## src/common/alut_defines.svh

```systemverilog
/* ALUT table geometry and field map */
`ifndef ALUT_DEFINES_SVH
`define ALUT_DEFINES_SVH

// table size
`define ALUT_DEPTH        256
`define ALUT_IDX_W        8
`define ALUT_ENTRY_W      83

// entry layout: valid, last accessed time, port, mac
`define ALUT_VALID_BIT    82
`define ALUT_TIME_HI      81
`define ALUT_TIME_LO      50
`define ALUT_PORT_HI      49
`define ALUT_PORT_LO      48
`define ALUT_MAC_HI       47

`define ALUT_REQ_CREDITS  2   // sender credits after reset, same as queue depth

`endif

```

## src/common/alut_pkg.sv

```systemverilog
/* ALUT table-side types */
package alut_pkg;

   // age checker fsm
   typedef enum logic [2:0] {
      age_idle          = 3'd0,
      age_inval_aged_rd = 3'd1,
      age_chk           = 3'd2,
      age_inval_aged_wr = 3'd3,
      age_inval_all     = 3'd4
   } age_state_t;

   // software commands to the age checker
   typedef enum logic [1:0] {
      cmd_none       = 2'd0,
      cmd_inval_aged = 2'd2,   // clear stale entries only
      cmd_inval_all  = 2'd3    // wipe whole table
   } alut_cmd_t;

   // address checker fsm
   typedef enum logic [1:0] {
      addr_idle     = 2'd0,
      addr_read     = 2'd1,
      addr_age_wait = 2'd2,
      addr_write    = 2'd3
   } addr_state_t;

endpackage

```

## src/common/alut_reg_pkg.sv

```systemverilog
/* ALUT register map */
package alut_reg_pkg;

   // register offsets on the select/write bus
   typedef enum logic [2:0] {
      reg_ctrl       = 3'd0,
      reg_div_clk    = 3'd1,
      reg_best_bfr   = 3'd2,
      reg_status     = 3'd3,
      reg_lst_inv_lo = 3'd4,   // mac bits 31..0
      reg_lst_inv_hi = 3'd5    // port and mac bits 47..32
   } reg_addr_t;

   // status register bits
   localparam int STATUS_ACTIVE_BIT = 0;
   localparam int STATUS_INVAL_BIT  = 1;

endpackage

```

## src/design/alut_regs.sv

```systemverilog
`timescale 1ns/1ns
/* ALUT registers */

module alut_regs
(
   input  logic                       pclk9,
   input  logic                       n_p_reset9,
   input  logic                       reg_sel,
   input  logic                       reg_write,
   input  alut_reg_pkg::reg_addr_t    reg_addr,
   input  logic [31:0]                reg_wdata,
   input  logic                       age_check_active,
   input  logic                       inval_in_prog,
   input  logic [47:0]                lst_inv_mac,
   input  logic [1:0]                 lst_inv_port,
   output logic [31:0]                reg_rdata,
   output alut_pkg::alut_cmd_t        command,
   output logic [7:0]                 div_clk,
   output logic [31:0]                best_bfr_age
);
   import alut_pkg::*;
   import alut_reg_pkg::*;

   logic          wr_en;
   logic          inval_seen;   // sticky, cleared by next command
   logic [31:0]   status;

   assign wr_en = reg_sel & reg_write;

   always_ff @(posedge pclk9 or negedge n_p_reset9)
   begin
      if (!n_p_reset9)
      begin
         div_clk      <= 8'd0;
         best_bfr_age <= 32'd0;
         command      <= cmd_none;
         inval_seen   <= 1'b0;
      end
      else
      begin
         command <= cmd_none;   // ctrl write gives one cycle pulse
         if (wr_en)
            case (reg_addr)
               reg_ctrl:
                  if (reg_wdata[1])   // both legal commands have bit 1 set
                     command <= alut_cmd_t'(reg_wdata[1:0]);
               reg_div_clk:
                  div_clk <= reg_wdata[7:0];
               reg_best_bfr:
                  best_bfr_age <= reg_wdata;
               default:
                  ;
            endcase

         if (inval_in_prog)
            inval_seen <= 1'b1;
         else if (wr_en && (reg_addr == reg_ctrl))
            inval_seen <= 1'b0;
      end
   end

   always_comb
   begin
      status                    = '0;
      status[STATUS_ACTIVE_BIT] = age_check_active;
      status[STATUS_INVAL_BIT]  = inval_seen | inval_in_prog;
   end

   // read mux
   always_comb
   begin
      case (reg_addr)
         reg_div_clk:    reg_rdata = {24'd0, div_clk};
         reg_best_bfr:   reg_rdata = best_bfr_age;
         reg_status:     reg_rdata = status;
         reg_lst_inv_lo: reg_rdata = lst_inv_mac[31:0];
         reg_lst_inv_hi: reg_rdata = {14'd0, lst_inv_port, lst_inv_mac[47:32]};
         default:        reg_rdata = 32'd0;   // ctrl is write only
      endcase
   end

endmodule

```

## config.mk

```make
export PLATFORM = sky130hd
export DESIGN_NAME = alut_regs
export DESIGN_NICKNAME = d
export VERILOG_FILES = /design/src/common/alut_defines.svh /design/src/common/alut_pkg.sv /design/src/common/alut_reg_pkg.sv /design/src/design/alut_regs.sv
export SDC_FILE = /design/constraint.sdc
export NUM_CORES = 1
export LEC_CHECK = 0
export BUFFER_PORTS_ARGS = -buffer_cell sky130_fd_sc_hd__clkbuf_2
export CELL_PAD_IN_SITES_DETAIL_PLACEMENT = 2
export CELL_PAD_IN_SITES_GLOBAL_PLACEMENT = 2
export CORE_MARGIN = 2
export CORE_UTILIZATION = 23
export CTS_CLUSTER_DIAMETER = 60
export DETAILED_ROUTE_END_ITERATION = 7
export GPL_ROUTABILITY_DRIVEN = 0
export PLACE_DENSITY = 0.87
export SLEW_MARGIN = 5
export SYNTH_ARGS = -nofsm -noshare
export SYNTH_HDL_FRONTEND = slang
export SYNTH_SLANG_ARGS = --single-unit
```

## constraint.sdc

```tcl
create_clock -name pclk9 -period 0.9 [get_ports pclk9]
set_input_delay 0 -clock pclk9 [delete_from_list [all_inputs] [get_ports pclk9]]
set_output_delay 0 -clock pclk9 [all_outputs]
set_load 0.01 [all_outputs]
```

======== After elaboration in Yosys (flattened, before gate mapping) ========
Cells that the tools add are included.
word-level totals
  word-level logic and storage cells ...... 22
  bits in registers ....................... 43
  output and inout port bits .............. 74
operators by class
  bitwise logic cells ..................... 2
  equality and inequality tests ........... 5
  muxes and demuxes ....................... 6
  reductions and logical operators ........ 5
operator list
  kind                  number
  $pmux W32 S5          1
  $eq A3 B2 Y1 const B  2
  $eq A3 B3 Y1 const B  2
  $mux W2               3
  $reduce_and A2 Y1     2
  $eq A3 B1 Y1 const B  1
  $logic_not A3 Y1      1
  $mux W1               2
  $reduce_bool A2 Y1    1
  $and A1 B1 Y1         1
  $logic_and A1 B1 Y1   1
  $or A1 B1 Y1          1

======== Depth between registers and ports, before layout ========
  depth after elaboration ................. 4
  mapped depth ............................ 5
  depth with buffers taken out ............ 3

======== Worst setup path after synthesis ========
No wires, ideal clock.
  kind .................................... input port to flip-flop
  from .................................... input port reg_addr[1]
  to ...................................... register div_clk[0]
  required time ........................... 0.775 ns
  arrival time ............................ 0.939 ns
  buffers on the path ..................... 2
  setup slack ............................. -0.164 ns
  cell stages on the path ................. 5
  path through ............................ buf_6 > and3b_1 > and3b_1 > buf_6 > mux2_4
between the ends
  longest elaborated chain between the ends .. 2
ends and longest elaborated chain
  what                         line             RTL
  start, declared              alut_regs.sv:10  input alut_reg_pkg::reg_addr_t reg_addr,
  $eq A3 B1 Y1                 alut_regs.sv:43  case (reg_addr)
  $reduce_and A2 Y1 (no line)  -
  end signal, assigned         alut_regs.sv:48  div_clk <= reg_wdata[7:0];
  end, declared                alut_regs.sv:18  output logic [7:0] div_clk,
Every way passes these cells.
A chain may end at the register's enable or synchronous reset.

======== Worst setup path in the final report ========
  from .................................... register div_clk[0]
  to ...................................... output port reg_rdata[0]
between the ends
  longest elaborated chain between the ends .. 1
ends and longest elaborated chain
  what           line             RTL
  $pmux W32 S5   alut_regs.sv:72  case (reg_addr)
  end, declared  alut_regs.sv:16  output logic [31:0] reg_rdata,
Every way passes these cells.

==> implementation parameters <==
Parameter                              Value

Status
  Run status ... complete, but fails checks
  Violated checks ... negative setup slack

CTS
  Reg clk slew, reported paths ... 0.08 ns
  Clock latency reported for the late side of the worst-skew pair ... 0.30 ns
  Clk buf depth ... 2
  Number of clock sinks ... 43
  Number of levels in the clock H-tree ... 2
  Number of buffers created by CTS ... 5
  CTS tree ... yes
  Cell at the root of the clock tree ... sky130_fd_sc_hd__clkbuf_8

Die
  Count of pins on the block boundary ... 165
  Die boundary width ... 104.7 um
  Initial Utilization ... 0.2375
  CORE AREA ... 9819 um^2
  Die Footprint ... 10,960 um^2
  Number of core rows ... 36
  Vertical extent of the die ... 104.7 um

GRT
  Remaining global-route overflow ... 0
  Largest net degree at the start of global routing ... 44
  Global-route wire length before repair ... 18.08 mm
  Total routing resource utilization after global routing ... 0.2107
  Initial antenna violation count ... 0
  Via count of the first global-routing pass ... 3,132

Drt
  Number of violations reported at the end of detailed-routing iteration 0 ... 69
  DRT Pass-1 Iters ... 4
  Final antenna-violating net count ... 0
  Post-Route WL ... 13.52 mm
  Detailed-route wire length per cell ... 22.87 um
  Total vias in the final route ... 2,761
  Residual DRC ... 0
  Vias per inst ... 4.672

Final layout
  Post-layout net count ... 549
  Layout area overhead ... 111.3%
  Finished Core Util ... 0.5018
  Final standard cell area without fillers ... 4927 um^2
  Antenna fix cells ... 0
  Layout cell share with drive strength beyond 1 ... 0.7031

Yosys
  Post-synth net total ... 291
  Post-synthesis sequential element count ... 43
  Share of synthesized area occupied by flip-flops and latches ... 0.4614
  Post-synthesis cell area ... 2332 um^2
  Count leader, synth ... sky130_fd_sc_hd__dfrtp_1
  Count of flip-flops with a built-in enable after synthesis ... 0
  Post-Syn Instances ... 200
  Main flop type after synthesis ... sky130_fd_sc_hd__dfrtp_1
  Cells taking the most area after synthesis ... sky130_fd_sc_hd__dfrtp_1 46%, sky130_fd_sc_hd__mux2_2 14%, sky130_fd_sc_hd__mux2i_1 8.2%
  Most instantiated cells after synthesis ... 43 x sky130_fd_sc_hd__dfrtp_1, 29 x sky130_fd_sc_hd__mux2_2, 20 x sky130_fd_sc_hd__a22oi_1
  Avg Inst Size Synth ... 11.66 um^2
  Top-area cell type share of the netlist area ... 0.4614
  Most area-hungry cell type in the Yosys netlist ... sky130_fd_sc_hd__dfrtp_1
  Number of distinct library cells after synthesis ... 25
  Post-synthesis async set-or-reset flop share ... 1.000
  Yosys warning count ... 0

Timing
  Setup violations, final ... 99
  Highest attainable clock frequency ... 779.4 MHz
  Hold Vio Cnt, Final ... 0
  Relative slew slack ... 0.8119
  Final critical delay including setup and external delays ... 1.283 ns
  Sum of negative setup slack ... -9.844 ns
  Transition at the pin with the smallest max-transition slack ... 0.2743 ns
  Setup clock skew after layout ... 0 ns
  Slack of the critical path ... -0.3831 ns
  Share of the clock period used by the worst path ... 1.426
  Max Transition Viols Final ... 0
  Unrepaired setup endpoints after global routing ... true
  Final worst hold slack ... 0.2409 ns

Worst setup path
  Worst setup slack for register-to-register paths ... -0.11 ns
  R2r worst-path depth ... 3
  Arrival time at the worst endpoint ... 1.28 ns
  Crit end category ... output port
  R2r startpoint ... best_bfr_age[0]
  Data required time of the critical path ... 0.90 ns
  Critical path fanouts, max ... 2
  CP startpoint kind ... flop
  Critical path class ... reg -> out
  Crit Reg-Reg Endpoint ... best_bfr_age[0]

Power
  Sw Share ... 0.3282
  Power per standard cell area ... 1628 nW/um^2
  Leakage dissipation ... 2.487 nW
  Part of the total power dissipated in sequential elements ... 0.350
  Logic pwr share ... 0.488
  Clock network fraction of design power ... 0.162
  Maximum resistive drop on vdd ... 0.0006919 V
  Reported net switching power ... 0.002633 W
  Power Internal ... 0.005390 W

Placed design
  HPWL Detailed ... 7.357 mm
  Number of buffers inserted by port buffering ... 164
  Placed instance area ... 3512 um^2

Job
  Max cap viols ... 0

Worst hold path
  Class of the worst hold path ... in -> async
power groups by stage:
stage,Combinational (W),Sequential [W],Clock [W]
floorplan,0.000959,0.00288,0
global placement,0.00210,0.00276,0
detailed placement,0.00221,0.00278,0
CTS,0.00304,0.00272,0.00132
global route,0.00417,0.00285,0.00140
finish,0.00392,0.00281,0.00130
stage by stage:
step	setup slack, ns	instances	power, W
floorplan	-0.1549	200	0.003840
global placement	-0.3293	502	0.004856
detailed placement	-0.3834	502	0.004985
CTS	-0.4282	570	0.007089
global route	-0.4557	591	0.008425
finish	-0.3831	591	0.008023
how the worst max path moves through the flow:
stage / startpoint / end / slack [ns] / cells after the start
after CTS: inval_seen / reg_rdata[1] / -0.43 / 4
after global routing: div_clk[1] / reg_rdata[1] / -0.46 / 4
final: div_clk[0] / reg_rdata[0] / -0.38 / 4
after detailed placement: reg_addr[0] / best_bfr_age[28] / -0.38 / 5
after floorplan: reg_addr[1] / div_clk[0] / -0.15 / 5
after global placement: reg_addr[0] / best_bfr_age[26] / -0.33 / 5
cell usage in the layout (no fill, tap or decap), types with 2 or more instances in the layout:
master                            n
sky130_fd_sc_hd__a22oi_2         18
sky130_fd_sc_hd__mux2_4          40
sky130_fd_sc_hd__o21ai_1          4
sky130_fd_sc_hd__buf_4           20
sky130_fd_sc_hd__o22ai_1          6
sky130_fd_sc_hd__clkbuf_8         6
sky130_fd_sc_hd__nor2_1          14
sky130_fd_sc_hd__clkbuf_2       123
sky130_fd_sc_hd__buf_2           14
sky130_fd_sc_hd__a22oi_1          2
sky130_fd_sc_hd__buf_8            9
sky130_fd_sc_hd__dfrtp_1         43
sky130_fd_sc_hd__nor2b_4          3
sky130_fd_sc_hd__mux2i_1         18
sky130_fd_sc_hd__nand2_1          8
sky130_fd_sc_hd__buf_6           62
sky130_fd_sc_hd__buf_12           5
sky130_fd_sc_hd__o21ai_2          8
sky130_fd_sc_hd__nand2_2          3
sky130_fd_sc_hd__dlygate4sd3_1   34
area by class of cell:
cell class / instances / area (um^2)
Sequential cell: 43 / 1076
Clock buffer: 6 / 82.58
Fill cell: 1024 / 4892
Tap cell: 133 / 166.4
Clock inverter: 1 / 5.005
Timing Repair Buffer: 268 / 2135
Multi-Input combinational cell: 140 / 1463
registers in the layout, summed over array words and instances, names as in the netlist:
| name | flops |
|---|---|
| command | 2 |
| inval_seen | 1 |
| best_bfr_age | 32 |
| div_clk | 8 |
kinds of logic after synthesis:
group / Yosys count / synth area share
multiplexers: 59 / 0.2876
AO/OA/AOI/OAI: 43 / 0.1218
flip-flops: 43 / 0.4614
AND/OR/NAND/NOR: 38 / 0.07940
buffers and inverters: 17 / 0.04989
timing repair:
action	in CTS	in global routing
hold endpoints to repair	85	0
hold buffers	34	0
cloned	2	3
gates resized for setup	71	147
setup buffers	27	36
pin swaps	15	7
setup endpoints to repair	72	100
critical path, stage by stage, from the launching register on:
cell	delay [ns]
sky130_fd_sc_hd__dfrtp_1	0.38
sky130_fd_sc_hd__mux2i_1	0.08
sky130_fd_sc_hd__a211o_1	0.29
sky130_fd_sc_hd__o21ai_2	0.08
sky130_fd_sc_hd__buf_2	0.16
per-layer routing:
| metal | up-vias | wire (um) | part of all wire | global-route usage |
|---|---|---|---|---|
| met5 | - | 0 | 0 | 0 |
| met4 | 0 | 212 | 0.016 | 0.03524 |
| met3 | 18 | 705 | 0.052 | 0.03993 |
| met2 | 121 | 7560 | 0.56 | 0.4090 |
| met1 | 1376 | 5040 | 0.37 | 0.2406 |
| li1 | 1246 | - | - | - |
Note: power is estimated with default switching activity, not from simulation.
